`src/verilog/pyrx_acl_pkg.sv`:
```
//~~~~~~~~~~~~~~~~~~~~~~~~~~~~~~~~~~~~~~~~~~~~~~~~~
// acl receive buffer widths shared by all blocks
// packet type codes and payload packer states
//~~~~~~~~~~~~~~~~~~~~~~~~~~~~~~~~~~~~~~~~~~~~~~~~~
package pyrx_acl_pkg;

  // one host word, four payload bytes
  localparam int word_w = 32;
  // payload length field in bytes, up to 1023
  localparam int len_w = 10;
  // 256 words in each buffer half
  localparam int addr_w_dflt = 8;

  // packet type field as carried in the header
  typedef enum logic [3:0] {
    pt_null  = 4'h0,
    pt_poll  = 4'h1,
    pt_fhs   = 4'h2,
    pt_dm1   = 4'h3,
    pt_dh1   = 4'h4,
    // sco voice types all fold in here
    pt_other = 4'h5,
    pt_aux1  = 4'h9,
    pt_dm3   = 4'ha,
    pt_dh3   = 4'hb,
    pt_dm5   = 4'he,
    pt_dh5   = 4'hf
  } acl_pktype_e;

  // byte packer
  typedef enum logic {
    pk_idle    = 1'b0,
    pk_payload = 1'b1
  } pack_state_e;

endpackage

```
`src/verilog/pyrx_payload_pack.sv`:
```
//~~~~~~~~~~~~~~~~~~~~~~~~~~~~~~~~~~~~~~~~~~~~~~~~~
// payload byte packer: 4 bytes per word, write
// address and strobe, payload length in bytes
//~~~~~~~~~~~~~~~~~~~~~~~~~~~~~~~~~~~~~~~~~~~~~~~~~
`timescale 1ns/10ps

module pyrx_payload_pack #(
  parameter int addr_w = pyrx_acl_pkg::addr_w_dflt
) (
  input  logic                            clk_6M,
  input  logic                            rstz,
  input  logic                            dec_payload_startp,
  input  logic                            rx_byte_p,
  input  logic [7:0]                      rx_byte,
  input  logic                            dec_payload_endp,
  output logic                            lnctrl_we,
  output logic [addr_w-1:0]               lnctrl_addr,
  output logic [pyrx_acl_pkg::word_w-1:0] lnctrl_din,
  output logic [pyrx_acl_pkg::len_w-1:0]  dec_pylenByte
);
  import pyrx_acl_pkg::*;

  pack_state_e       state;
  logic [len_w-1:0]  byte_cnt;
  logic [len_w-1:0]  cnt_nxt;
  logic [word_w-1:0] word_q;
  logic [word_w-1:0] word_nxt;
  logic [1:0]        lane;
  logic              byte_take;
  logic              word_full;
  logic              pay_end;
  logic              flush;

  // byte lane inside the current word, byte 0 lands in 7:0
  assign lane      = byte_cnt[1:0];
  assign byte_take = rx_byte_p && (state == pk_payload);
  assign pay_end   = dec_payload_endp && (state == pk_payload);
  assign cnt_nxt   = byte_cnt + len_w'(byte_take);
  // fourth byte completes a word
  assign word_full = byte_take && (lane == 2'd3);
  // partial word left over at payload end, also when the last byte comes with endp
  assign flush     = pay_end && (cnt_nxt[1:0] != 2'd0);

  always_comb
  begin
    word_nxt = word_q;
    if (byte_take)
      word_nxt[{lane, 3'b000} +: 8] = rx_byte;
  end

  // control: state, byte count, write strobe, length
  always_ff @(posedge clk_6M or negedge rstz)
  begin
    if (!rstz)
    begin
      state         <= pk_idle;
      byte_cnt      <= '0;
      lnctrl_we     <= 1'b0;
      dec_pylenByte <= '0;
    end
    else
    begin
      lnctrl_we <= word_full | flush;
      if (dec_payload_startp)
      begin
        state    <= pk_payload;
        byte_cnt <= '0;
      end
      else if (pay_end)
      begin
        state         <= pk_idle;
        byte_cnt      <= cnt_nxt;
        dec_pylenByte <= cnt_nxt;
      end
      else if (byte_take)
        byte_cnt <= cnt_nxt;
    end
  end

  // word assembly and write data
  // word_q is cleared after each write so a flushed word is zero padded
  always_ff @(posedge clk_6M)
  begin
    if (dec_payload_startp || word_full || pay_end)
      word_q <= '0;
    else if (byte_take)
      word_q <= word_nxt;
    if (word_full || flush)
    begin
      lnctrl_din  <= word_nxt;
      // word index of the byte count before it advances
      lnctrl_addr <= addr_w'(byte_cnt >> 2);
    end
  end

  // bytes only arrive between payload start and end
  a_byte_in_payload: assert property (
    @(posedge clk_6M) disable iff (!rstz)
    rx_byte_p |-> (state == pk_payload)
  ) else $error("payload byte outside payload window");

endmodule

```
`config.mk`:
```
export PLATFORM = sky130hd
export DESIGN_NAME = pyrx_payload_pack
export DESIGN_NICKNAME = d
export VERILOG_FILES = /design/src/verilog/pyrx_acl_pkg.sv /design/src/verilog/pyrx_payload_pack.sv
export SDC_FILE = /design/constraint.sdc
export NUM_CORES = 1
export LEC_CHECK = 0
export BUFFER_PORTS_ARGS = -buffer_cell sky130_fd_sc_hd__buf_2
export CAP_MARGIN = 20
export CORE_MARGIN = 2
export CORE_UTILIZATION = 47
export DETAILED_ROUTE_END_ITERATION = 7
export GPL_TIMING_DRIVEN = 0
export PLACE_DENSITY = 0.77
export SLEW_MARGIN = 5
export SYNTH_ARGS = -nofsm -noshare
export SYNTH_HDL_FRONTEND = slang
export SYNTH_SLANG_ARGS = --single-unit
```
`constraint.sdc`:
```
create_clock -name clk_6M -period 11.9 [get_ports clk_6M]
set_input_delay 2.975 -clock clk_6M [delete_from_list [all_inputs] [get_ports clk_6M]]
set_output_delay 2.975 -clock clk_6M [all_outputs]
set_load 0.02 [all_outputs]
```
==> results by group <==
Global route
  – Largest net degree at the start of global routing: 29
  – Antenna violations before repair: 0
  – Total track usage: 0.186
  – Global-route wire length before repair: 12400 µm
  – Vias in the first global route: 2560
  – Grt total ovfl: 0

Worst setup path
  – Data arrival time of the worst path: 5.14 ns
  – Crit Path Category: in2reg
  – Critical path's slowest cell: a21boi_4
  – CP required: 11.96 ns
  – CP endpoint kind: register
  – Worst path max stage delay: 0.51 ns
  – Critical path launch point type: input port
  – Critical path peak fanout: 28
  – Most used cell, CP: buf_2
  – CP cell instances: buf_2 > buf_2 > nand2_1 > inv_1 > buf_2 > ha_1 > ha_1 > o21ai_0 > a21boi_4 > buf_12

Power and ir drop
  – Clk pwr share: 0.333
  – P_leak: 1.98 nW
  – Power Density: 144 nW/µm²
  – Power, Total: 639 µW
  – Combinational share of power: 0.109
  – Sequential power share: 0.557
  – VDD IR max: 0.0952 mV
  – P_int: 472 µW
  – NetSw: 167 µW
  – Switching share of power: 0.261

Yosys
  – Async set-or-reset flop fraction in the synthesized netlist: 0.234
  – Cell variety after synth: 43
  – YS warnings: 0
  – Syn nets: 352
  – Adder-cell share of the synthesized area: 0.0266
  – Mux contribution to synthesized area: 0.00831
  – Synth Area in Simple Gates: 0.157
  – Xor/xnor share of the synthesized area: 0.00930
  – Post-synthesis area per instance: 11.4 µm²
  – Post-synthesis compound-gate area fraction: 0.118
  – Largest family of logic cells by synthesized area: simple AND/OR/NAND/NOR gates
  – Post-Synthesis Cells: 331
  – Seq cells post-synth: 94
  – Most used DFF post-synth: edfxtp_1
  – Register area share after synthesis: 0.635
  – Synth Cell Area: 3770 µm²
  – EDFF count, synth: 40

Cells and area
  – Layout area overhead: 17.9%
  – Most frequent cells in the layout: buf_2, edfxtp_1, nand2_1, dfxtp_1, nor2_1
  – Layout Utilization: 0.575
  – Finished Cell Area: 4440 µm²
  – Most common cell after layout, fill and taps aside: buf_2
  – Layout cells sized above 1: 0.239
  – Ant. Diodes: 0
  – # fillers: 663
  – Final Non-Filler Cells: 512
  – Layout Nets: 426

STA
  – Final setup TNS: 0 ns
  – Final Hold Vio Count: 0
  – Actual slew at the worst max-slew pin: 0.707 ns
  – Achievable Freq: 0.197 GHz
  – Post-route minimum period: 5.08 ns
  – Final period util: 0.427
  – Max_slew headroom: 0.528
  – RSZ-0062 raised after global routing: false
  – Slew Limit Fails: 0
  – Setup Viol. Count Final: 0
  – Skew final: 0.0127 ns

Drt
  – Vias/cell: 5.26
  – Wire per inst: 14.9 µm
  – DR vias: 2693
  – Remaining antenna violation count: 0
  – Initial DRC count: 173
  – Drt drc: 0
  – Drt total wl: 7640 µm
  – Drt first pass iters: 5

Die
  – Die Wd: 93.5 µm
  – Site row count: 32
  – Die Span Y: 93.5 µm
  – Core ar.: 7730 µm²
  – Full die area: 8750 µm²
  – Starting Density: 0.487
  – IO Count: 64

Clocking
  – Post-CTS Hold Buffers: 0
  – Cts bufs inserted: 9
  – Worst-Skew Late Latency: 0.36 ns
  – CTS tree: yes
  – Setup repair bufs after CTS: 0
  – Worst-path clk slew: 0.09 ns
  – Cts repair resizes: 0
  – # H-tree levels: 3
  – Clock Root Buffer: clkbuf_8
  – Clock buffer depth: 2
  – # clock sinks: 94

Status
  – Status: finished, final reports clean

Placement
  – Port Buffers: 62
  – HPWL after detailed placement: 5390 µm
  – GPL Wtd Cong: 0.889
  – Cell Count Post-Placement: 496
  – DP Area: 4240 µm²

Worst hold path
  – Hold Crit Class: reg2reg

Flow run
  – Max Cap Viol: 0
metal layers:
metal	GRT usage	vias up	share of wire	routed length, µm
met5	0	-	0	0
met4	0.0515	0	0.011	87
met3	0.0459	6	0.053	406
met2	0.302	67	0.49	3740
met1	0.250	1282	0.45	3410
li1	-	1338	-	-
power by group through the flow:
stage                     Sequential [mW]  Clock (mW)  Combinational, mW
after floorplan                     0.379           0             0.0290
after global placement              0.365           0             0.0661
after detailed placement            0.364           0             0.0702
after CTS                           0.356       0.218             0.0704
after global routing                0.358       0.230             0.0760
final                               0.356       0.213             0.0699
cell families (layout without fill, tap and decap cells):
| kind of cell | Yosys count | in the layout |
|---|---|---|
| and+or+nand+nor | 116 | 116 |
| muxes | 3 | 3 |
| xor gates and xnor gates | 4 | 4 |
| AOI/OAI and AO/OA | 66 | 66 |
| buffers and inverters | 40 | 119 |
| adders and majority gates | 8 | 8 |
| DFF | 94 | 94 |
final cells by class:
type                    count  area, µm²  area share
clock buffers               9        124      0.0279
clock inverters             7       82.6      0.0186
inverters                  23       86.3      0.0194
flip-flops and latches     94       2390       0.539
well taps                 102        128      0.0287
repair buffers             63        330      0.0744
plain buffers              17       85.1      0.0192
multi-input cells         197       1210       0.273
synthesized netlist by cell type, types with 5 or more instances:
library cell,number,area share
edfxtp_1,40,0.32
nand2_1,37,0.037
dfxtp_1,32,0.17
nor2_1,29,0.029
inv_1,23,0.023
dfrtp_1,22,0.15
a32oi_1,19,0.044
a21oi_1,18,0.024
nand3_1,15,0.020
o21ai_0,11,0.015
buf_2,8,0.011
ha_1,8,0.027
clkbuf_1,7,0.0070
a31oi_1,5,0.0083
nor2b_1,5,0.0083
o31ai_1,5,0.010
or3_1,5,0.0083
or4_1,5,0.010
sequential cells by signal (all words and copies together) (netlist names):
signal	count
lnctrl_addr	8
byte_cnt	10
dec_pylenByte	10
state	1
lnctrl_we	1
word_q	32
lnctrl_din	32
critical path, delay by kind of cell:
family / cells / cell delay (ns)
compound gates: 2 / 0.67
buf+inv: 5 / 0.83
simple gates: 1 / 0.10
fa+ha+maj: 2 / 0.55
path summary, 6_finish.rpt:
kind / to / from / slack, ns / cells after the start
setup / recovery: lnctrl_din[18] / rx_byte_p / 6.82 / 10
hold / removal: word_q[30] / word_q[30] / 0.47 / 2
setup reg to reg: lnctrl_din[18] / state / 9.26 / 8
hold reg to reg: word_q[30] / word_q[30] / 0.47 / 2
max in group asynchronous: byte_cnt[4] / rstz / 8.98 / 1
min in group asynchronous: dec_pylenByte[2] / rstz / 2.56 / 1
stage by stage:
step	hold WS, ns	setup WS [ns]
global route	0.487	6.65
floorplan	0.426	4.40
finish	0.470	6.82
global placement	0.446	2.78
CTS	0.465	6.80
detailed placement	0.452	6.41
No activity file was read; power rests on OpenSTA's default activity.
