$ cat config.mk
export PLATFORM = sky130hd
export DESIGN_NAME = pyrx_hdr_qualify
export DESIGN_NICKNAME = d
export VERILOG_FILES = /design/src/verilog/pyrx_acl_pkg.sv /design/src/verilog/pyrx_hdr_qualify.sv
export SDC_FILE = /design/constraint.sdc
export NUM_CORES = 1
export LEC_CHECK = 0
export BUFFER_PORTS_ARGS = -buffer_cell sky130_fd_sc_hd__buf_2
export CAP_MARGIN = 20
export CELL_PAD_IN_SITES_DETAIL_PLACEMENT = 0
export CELL_PAD_IN_SITES_GLOBAL_PLACEMENT = 1
export CORE_AREA = 2 2 39 41
export CTS_CLUSTER_DIAMETER = 80
export DETAILED_ROUTE_END_ITERATION = 8
export DIE_AREA = 0 0 41 43
export HOLD_SLACK_MARGIN = 0.03
export PLACE_DENSITY_LB_ADDON = 0.1
export SKIP_LAST_GASP = 1
export SYNTH_ARGS = -nofsm -noshare
export SYNTH_HDL_FRONTEND = slang
export SYNTH_SLANG_ARGS = --single-unit
$ cat constraint.sdc
create_clock -name clk_6M -period 0.8 [get_ports clk_6M]
set_input_delay 0.08 -clock clk_6M [delete_from_list [all_inputs] [get_ports clk_6M]]
set_output_delay 0.08 -clock clk_6M [all_outputs]
set_load 0.05 [all_outputs]
$ cat src/verilog/pyrx_acl_pkg.sv
//~~~~~~~~~~~~~~~~~~~~~~~~~~~~~~~~~~~~~~~~~~~~~~~~~
// acl receive buffer widths shared by all blocks
// packet type codes and payload packer states
//~~~~~~~~~~~~~~~~~~~~~~~~~~~~~~~~~~~~~~~~~~~~~~~~~
package pyrx_acl_pkg;

  // one host word, four payload bytes
  localparam int word_w = 32;
  // payload length field in bytes, up to 1023
  localparam int len_w = 10;
  // 256 words in each buffer half
  localparam int addr_w_dflt = 8;

  // packet type field as carried in the header
  typedef enum logic [3:0] {
    pt_null  = 4'h0,
    pt_poll  = 4'h1,
    pt_fhs   = 4'h2,
    pt_dm1   = 4'h3,
    pt_dh1   = 4'h4,
    // sco voice types all fold in here
    pt_other = 4'h5,
    pt_aux1  = 4'h9,
    pt_dm3   = 4'ha,
    pt_dh3   = 4'hb,
    pt_dm5   = 4'he,
    pt_dh5   = 4'hf
  } acl_pktype_e;

  // byte packer
  typedef enum logic {
    pk_idle    = 1'b0,
    pk_payload = 1'b1
  } pack_state_e;

endpackage

$ cat src/verilog/pyrx_hdr_qualify.sv
//~~~~~~~~~~~~~~~~~~~~~~~~~~~~~~~~~~~~~~~~~~~~~~~~~
// header qualifier: lt address match, acl data type
// hec result hold and packet good strobe
//~~~~~~~~~~~~~~~~~~~~~~~~~~~~~~~~~~~~~~~~~~~~~~~~~
`timescale 1ns/10ps

module pyrx_hdr_qualify (
  input  logic                      clk_6M,
  input  logic                      rstz,
  input  logic                      dec_hdr_valid_p,
  input  logic [2:0]                dec_lt_addr,
  input  pyrx_acl_pkg::acl_pktype_e dec_type,
  input  logic                      dec_hecgood,
  input  logic                      dec_crcgood,
  input  logic                      dec_payload_endp,
  input  logic [2:0]                own_lt_addr,
  output logic                      ckheader_endp,
  output logic                      lt_addressed,
  output logic                      pktype_data,
  output logic                      hecgood,
  output logic                      pkt_good_endp
);
  import pyrx_acl_pkg::*;

  logic type_is_data;
  // a header has been seen and its payload has not ended yet
  logic hdr_seen;

  // acl data types only, link control and voice types never reach the buffer
  always_comb
  begin
    case (dec_type)
      pt_dm1, pt_dh1, pt_aux1,
      pt_dm3, pt_dh3,
      pt_dm5, pt_dh5: type_is_data = 1'b1;
      default:        type_is_data = 1'b0;
    endcase
  end

  // header results held until the next header
  // they become valid on the same edge as ckheader_endp
  always_ff @(posedge clk_6M or negedge rstz)
  begin
    if (!rstz)
    begin
      ckheader_endp <= 1'b0;
      lt_addressed  <= 1'b0;
      pktype_data   <= 1'b0;
      hecgood       <= 1'b0;
    end
    else
    begin
      ckheader_endp <= dec_hdr_valid_p;
      if (dec_hdr_valid_p)
      begin
        lt_addressed <= (dec_lt_addr == own_lt_addr);
        pktype_data  <= type_is_data;
        hecgood      <= dec_hecgood;
      end
    end
  end

  // payload end strobe, qualified by header and crc
  always_ff @(posedge clk_6M or negedge rstz)
  begin
    if (!rstz)
    begin
      hdr_seen      <= 1'b0;
      pkt_good_endp <= 1'b0;
    end
    else
    begin
      if (dec_hdr_valid_p)
        hdr_seen <= 1'b1;
      else if (dec_payload_endp)
        hdr_seen <= 1'b0;
      // crc is only valid with the payload end pulse
      pkt_good_endp <= dec_payload_endp & hdr_seen & hecgood & lt_addressed &
                       pktype_data & dec_crcgood;
    end
  end

  // the decoder always sends a header before a payload
  a_payload_after_header: assert property (
    @(posedge clk_6M) disable iff (!rstz)
    dec_payload_endp |-> hdr_seen
  ) else $error("payload end without a preceding header");

endmodule

==> results of run 1 <==
placed cells by master (no fill, tap or decap):
master / instances
clkbuf_4: 3
buf_6: 5
buf_4: 2
nor4b_2: 1
o211ai_1: 1
dlygate4sd3_1: 1
o21ai_0: 1
dfrtp_1: 3
nand2_1: 1
nor2_1: 1
a31oi_1: 1
xnor2_1: 3
nor2_4: 1
mux2_2: 1
inv_1: 3
buf_8: 1
nand4_1: 2
buf_2: 15
dfrtp_2: 3
a21oi_1: 1
clkbuf_1: 1
a21o_1: 1
logic make-up after synthesis:
| family | Yosys count | share of synthesized area |
|---|---|---|
| AOI/OAI and AO/OA | 5 | 0.116 |
| xor gates and xnor gates | 3 | 0.0977 |
| DFF | 6 | 0.558 |
| buffers and inverters | 3 | 0.0419 |
| and+or+nand+nor | 6 | 0.144 |
| muxes | 1 | 0.0419 |
per-stage QoR:
step	cells	power [W]	hold WS (ns)	worst slack, ns
floorplan	24	0.000453	-0.216	-0.108
global placement	61	0.000531	-0.0941	0.0445
detailed placement	61	0.000537	-0.0896	0.0221
CTS	68	0.000890	0.0690	-0.104
global route	68	0.000942	0.0627	-0.129
finish	68	0.000882	0.0747	-0.0906
layer usage:
layer,track usage,share of wire
met1,0.102,0.39
met2,0.109,0.48
met4,0.0800,0
met3,0.0314,0.13
met5,0,0
power by group:
group	switching (W)	internal, W
clock network	0.000103	0.000188
registers	0.0000177	0.000330
logic	0.000126	0.000117
registers in the layout (all words and copies together) (netlist names):
name and cells:
ckheader_endp 1, hdr_seen 1, hecgood 1, lt_addressed 1
pkt_good_endp 1, pktype_data 1
layout make-up:
| type | count | area [um2] |
|---|---|---|
| Clock buffer | 4 | 26.3 |
| Timing Repair Buffer | 24 | 171 |
| Multi-Input combinational cell | 15 | 115 |
| Sequential cell | 6 | 154 |
| Inverter | 3 | 11.3 |
| Fill cell | 148 | 886 |
| Tap cell | 16 | 20.0 |
path summary, 6_finish.rpt:
check | startpoint | end
setup / recovery | pktype_data | pktype_data
hold / removal | dec_hecgood | hecgood
setup reg to reg | hecgood | hecgood
hold reg to reg | hdr_seen | hdr_seen
max in group asynchronous | rstz | lt_addressed
min in group asynchronous | rstz | hdr_seen
what timing repair did:
action / in CTS / in global routing
hold endpoints to repair: 6 / 0
setup buffers: 2 / 0
pin swaps: 0 / 1
endpoints found under the setup margin: 5 / 7
hold buffers: 1 / 0
gates resized for setup: 11 / 3
==> impl_metrics.json, run 1 <==
{
  "cts-root-buf": "clkbuf_4",
  "syn-instance-count": 24,
  "cts_buffer_depth": 2,
  "outcome": "complete, but fails checks",
  "cpPeakStageDelay_ns": 0.41,
  "synth_cell_types": 13,
  "ant_nets": 0,
  "crit_path_cell_trace": "buf_6",
  "cts_num_sinks": 6,
  "path_depth": 1,
  "avgRoutedWirePerCell_um": 9.09,
  "clk_latency_ns": 0.24,
  "critPathLaunchType": "flip-flop",
  "antenna_found_initial": 0,
  "drtIter0Drc": 1,
  "skew_ns": 0.00654,
  "drc": 0,
  "setup_viol": 5,
  "rsz0062_at_grt": "yes",
  "synth_edf_count": 0,
  "dieArea_um2": 1760,
  "endpoint_kind": "primary output",
  "maxCapViolations": 0,
  "grt_max_degree": 7,
  "finalCriticalPeriod_ns": 0.891,
  "cts_buffers": 3,
  "critPathSlowestCell": "dfrtp_2",
  "cts_tree": "built",
  "syn_area_per_cell_um2": 11.2,
  "fin_setup_tns_ns": -0.313,
  "fin_crit_sh": 1.11,
  "hpwl_um": 535,
  "io_buffer_count": 20,
  "yosysWarnings": 0,
  "num_vias": 274,
  "fin_nets": 69,
  "worstHoldPathType": "in -> reg",
  "worstHoldPathCells": 2,
  "seq_area_frac_synth": 0.558,
  "final_cell_area_um2": 498,
  "synth-seq-cells": 6,
  "relSlewSlack": 0.876,
  "die-width_um": 41,
  "syn_nets": 40,
  "synthArstFlopShare": 1.00,
  "worst-path-buf-inv": 1,
  "synth_top_area_share": 0.558,
  "clock.fmax_mhz": 1120,
  "worst_pin_slew_ns": 0.185,
  "synth_area_leaders": "dfrtp_1 (56%), xnor2_1 (9.8%), nor4b_2 (5.6%)",
  "fin_util": 0.360,
  "pin_count": 21,
  "grt.overflow.total": 0,
  "clkTransAtPathRegs_ns": 0.05,
  "ys.flop_type": "dfrtp_1",
  "track_usage": 0.0848,
  "cpLargestDelayFamily": "flip-flops",
  "viasPerCell": 4.03,
  "final_layout_size_suffix_gt1_frac": 0.615,
  "synth_top_area_cell": "dfrtp_1",
  "dpl_cell_area_um2": 400,
  "dr.pass1.iters": 2,
  "p_leak_nw": 0.236,
  "worst-path-max-fanout": 2,
  "row_count": 14,
  "yosysMostFrequentCell": "dfrtp_1",
  "violations": "setup timing",
  "grt_pass1_vias": 263,
  "synth_common_cells": "dfrtp_1 (6), inv_1 (3), xnor2_1 (3)",
  "routabilityCongestion": 0.568,
  "hold_viol": 0,
  "die_h_um": 43,
  "p_per_area_nw_per_um2": 1770,
  "fin_ws_ns": -0.0906,
  "htree_levels": 1,
  "initial_utilization": 0.194,
  "wirelength_um": 618,
  "reg2reg_setup_slack_ns": 0.01,
  "ir_drop_v": 0.000552,
  "cp_data_required_time_ns": 0.72,
  "antenna_cells": 0,
  "fp.coreArea_um2": 1380,
  "ff2ff_path_depth": 1,
  "worstSetupPathType": "reg -> out",
  "grt_first_pass_wirelength_um": 972,
  "syn_area_um2": 269,
  "cp_data_arrival_time_ns": 0.81,
  "syn_to_final_growth_pct": 85.1,
  "drv_slew": 0
}
Power figures use the tool's default switching activity.
==> run 2: changes to the inputs <==
--- a/config.mk
+++ b/config.mk
@@ -5,7 +5,7 @@
 export SDC_FILE = /design/constraint.sdc
 export NUM_CORES = 1
 export LEC_CHECK = 0
-export BUFFER_PORTS_ARGS = -buffer_cell sky130_fd_sc_hd__buf_2
+export BUFFER_PORTS_ARGS = -buffer_cell sky130_fd_sc_hd__clkbuf_2
 export CAP_MARGIN = 20
 export CELL_PAD_IN_SITES_DETAIL_PLACEMENT = 0
 export CELL_PAD_IN_SITES_GLOBAL_PLACEMENT = 1
@@ -13,6 +13,7 @@
 export CTS_CLUSTER_DIAMETER = 80
 export DETAILED_ROUTE_END_ITERATION = 8
 export DIE_AREA = 0 0 41 43
+export GPL_TIMING_DRIVEN = 0
 export HOLD_SLACK_MARGIN = 0.03
 export PLACE_DENSITY_LB_ADDON = 0.1
 export SKIP_LAST_GASP = 1
==> run 2 against run 1 <==
The flow still finishes with violations (setup timing). Power rose by 3.2%. Sequential cell count stayed put. Final cell count decreased by 1.5%. Hold slack worse by 0.017 ns. Via count down 1.8%. Global-route usage is 0.39 points higher. Largest power group unchanged.
==> impl_metrics.json, run 2 (synthesis gave the netlist of run 1 again) <==
{
  "outcome": "complete, but fails checks",
  "violations": "setup timing",
  "crit_path_start": "pktype_data",
  "grt.overflow.total": 0,
  "setup_viol": 6,
  "final_layout_size_suffix_gt1_frac": 0.608,
  "grt_pass1_vias": 234,
  "antenna_cells": 0,
  "cts_buffers": 3,
  "dr.pass1.iters": 2,
  "worst_pin_slew_ns": 0.192,
  "pin_count": 21,
  "worst-path-max-fanout": 2,
  "clkTransAtPathRegs_ns": 0.05,
  "routabilityCongestion": 0.565,
  "fin_nets": 68,
  "grt_first_pass_wirelength_um": 924,
  "skew_ns": 0.00577,
  "syn_to_final_growth_pct": 92.1,
  "critPathLaunchType": "flip-flop",
  "worstHoldPathType": "in -> reg",
  "endpoint_kind": "primary output",
  "crit_path_cell_trace": "clkbuf_16",
  "drtIter0Drc": 2,
  "cts-root-buf": "clkbuf_4",
  "fin_setup_tns_ns": -0.417,
  "avgRoutedWirePerCell_um": 9.39,
  "io_buffer_count": 20,
  "fin_ws_ns": -0.116,
  "die_h_um": 43,
  "highest_layer": "met4",
  "cts_tree": "built",
  "dieArea_um2": 1760,
  "drc": 0,
  "relSlewSlack": 0.872,
  "ir_drop_v": 0.000427,
  "final_cell_area_um2": 517,
  "hold_viol": 0,
  "maxCapViolations": 0,
  "clock.fmax_mhz": 1090,
  "final_common_cell": "clkbuf_2",
  "route.met2.wl_um": 297,
  "p_per_area_nw_per_um2": 1760,
  "cpPeakStageDelay_ns": 0.42,
  "worstSetupPathType": "reg -> out",
  "pre_cts_ws_ns": 0.0264,
  "row_count": 14,
  "num_vias": 269,
  "grt_max_degree": 8,
  "fp.coreArea_um2": 1380,
  "cts_num_sinks": 6,
  "cp_data_arrival_time_ns": 0.84,
  "wirelength_um": 629,
  "htree_levels": 1,
  "cp_data_required_time_ns": 0.72,
  "fin_crit_sh": 1.14,
  "antenna_found_initial": 0,
  "finalCriticalPeriod_ns": 0.916,
  "wl_met3_um": 90,
  "track_usage": 0.0887,
  "dpl_cell_area_um2": 393,
  "clk_latency_ns": 0.24,
  "hpwl_um": 516,
  "wl_met1_um": 233,
  "cts_buffer_depth": 2,
  "p_leak_nw": 0.246,
  "hp-start": "dec_crcgood",
  "ant_nets": 0,
  "worst-path-buf-inv": 1,
  "initial_utilization": 0.194,
  "drv_slew": 0,
  "viasPerCell": 4.01,
  "critPathSlowestCell": "dfrtp_2",
  "cpLargestDelayFamily": "flip-flops",
  "r2r-start": "pktype_data",
  "die-width_um": 41,
  "rsz0062_at_grt": "yes"
}
==> run 2: cell types whose count changed in the layout (fill, tap and decap cells not counted), moves of 2 or more <==
cell,change
clkbuf_16,+2
clkbuf_2,+15
buf_8,+2
buf_6,-5
buf_2,-15
==> run 2: timing repair <==
action | in CTS | in global routing
resized for setup | 12 | 4
buffers inserted | 2 | 0
endpoints found under the hold margin | 6 | 0
pin swaps | 0 | 0
endpoints found under the setup margin | 5 | 7
hold buffers | 1 | 0
==> run 2: path summary, 6_finish.rpt <==
path / to / slack (ns) / cells past startpoint
min: pkt_good_endp / 0.06 / 3
max in group asynchronous: lt_addressed / 0.44 / 2
max: pktype_data / -0.12 / 1
min in group asynchronous: hdr_seen / 0.19 / 2
min reg2reg: hdr_seen / 0.49 / 1
max reg2reg: pktype_data / -0.02 / 3
==> run 2: stage by stage <==
stage                      util  hold slack (ns)  total power, W  instances
after global placement    0.284          -0.0906        0.000528         60
after global routing      0.373           0.0443        0.000974         67
after CTS                 0.369           0.0463        0.000915         67
after floorplan               -           -0.216        0.000453         24
final                     0.373           0.0579        0.000910         67
after detailed placement  0.284          -0.0850        0.000533         60
==> run 2: power by group <==
part	switching, W	internal, W	total [W]
combinational	0.000124	0.000137	0.000261
clock	0.000111	0.000189	0.000300
sequential	0.0000193	0.000329	0.000349
total	0.000255	0.000655	0.000910
==> run 2: final cells by class <==
| cell class | instances | area, um2 |
|---|---|---|
| inverters | 3 | 11.3 |
| repair buffers | 23 | 195 |
| clock buffers | 4 | 26.3 |
| multi-input cells | 15 | 110 |
| well taps | 16 | 20.0 |
| fillers | 150 | 867 |
| flip-flops and latches | 6 | 154 |
==> run 2: metal layers <==
metal  up-vias  track usage
li1        136            -
met1       111       0.0847
met2        20        0.109
met3         2       0.0471
met4         0        0.120
met5         -            0
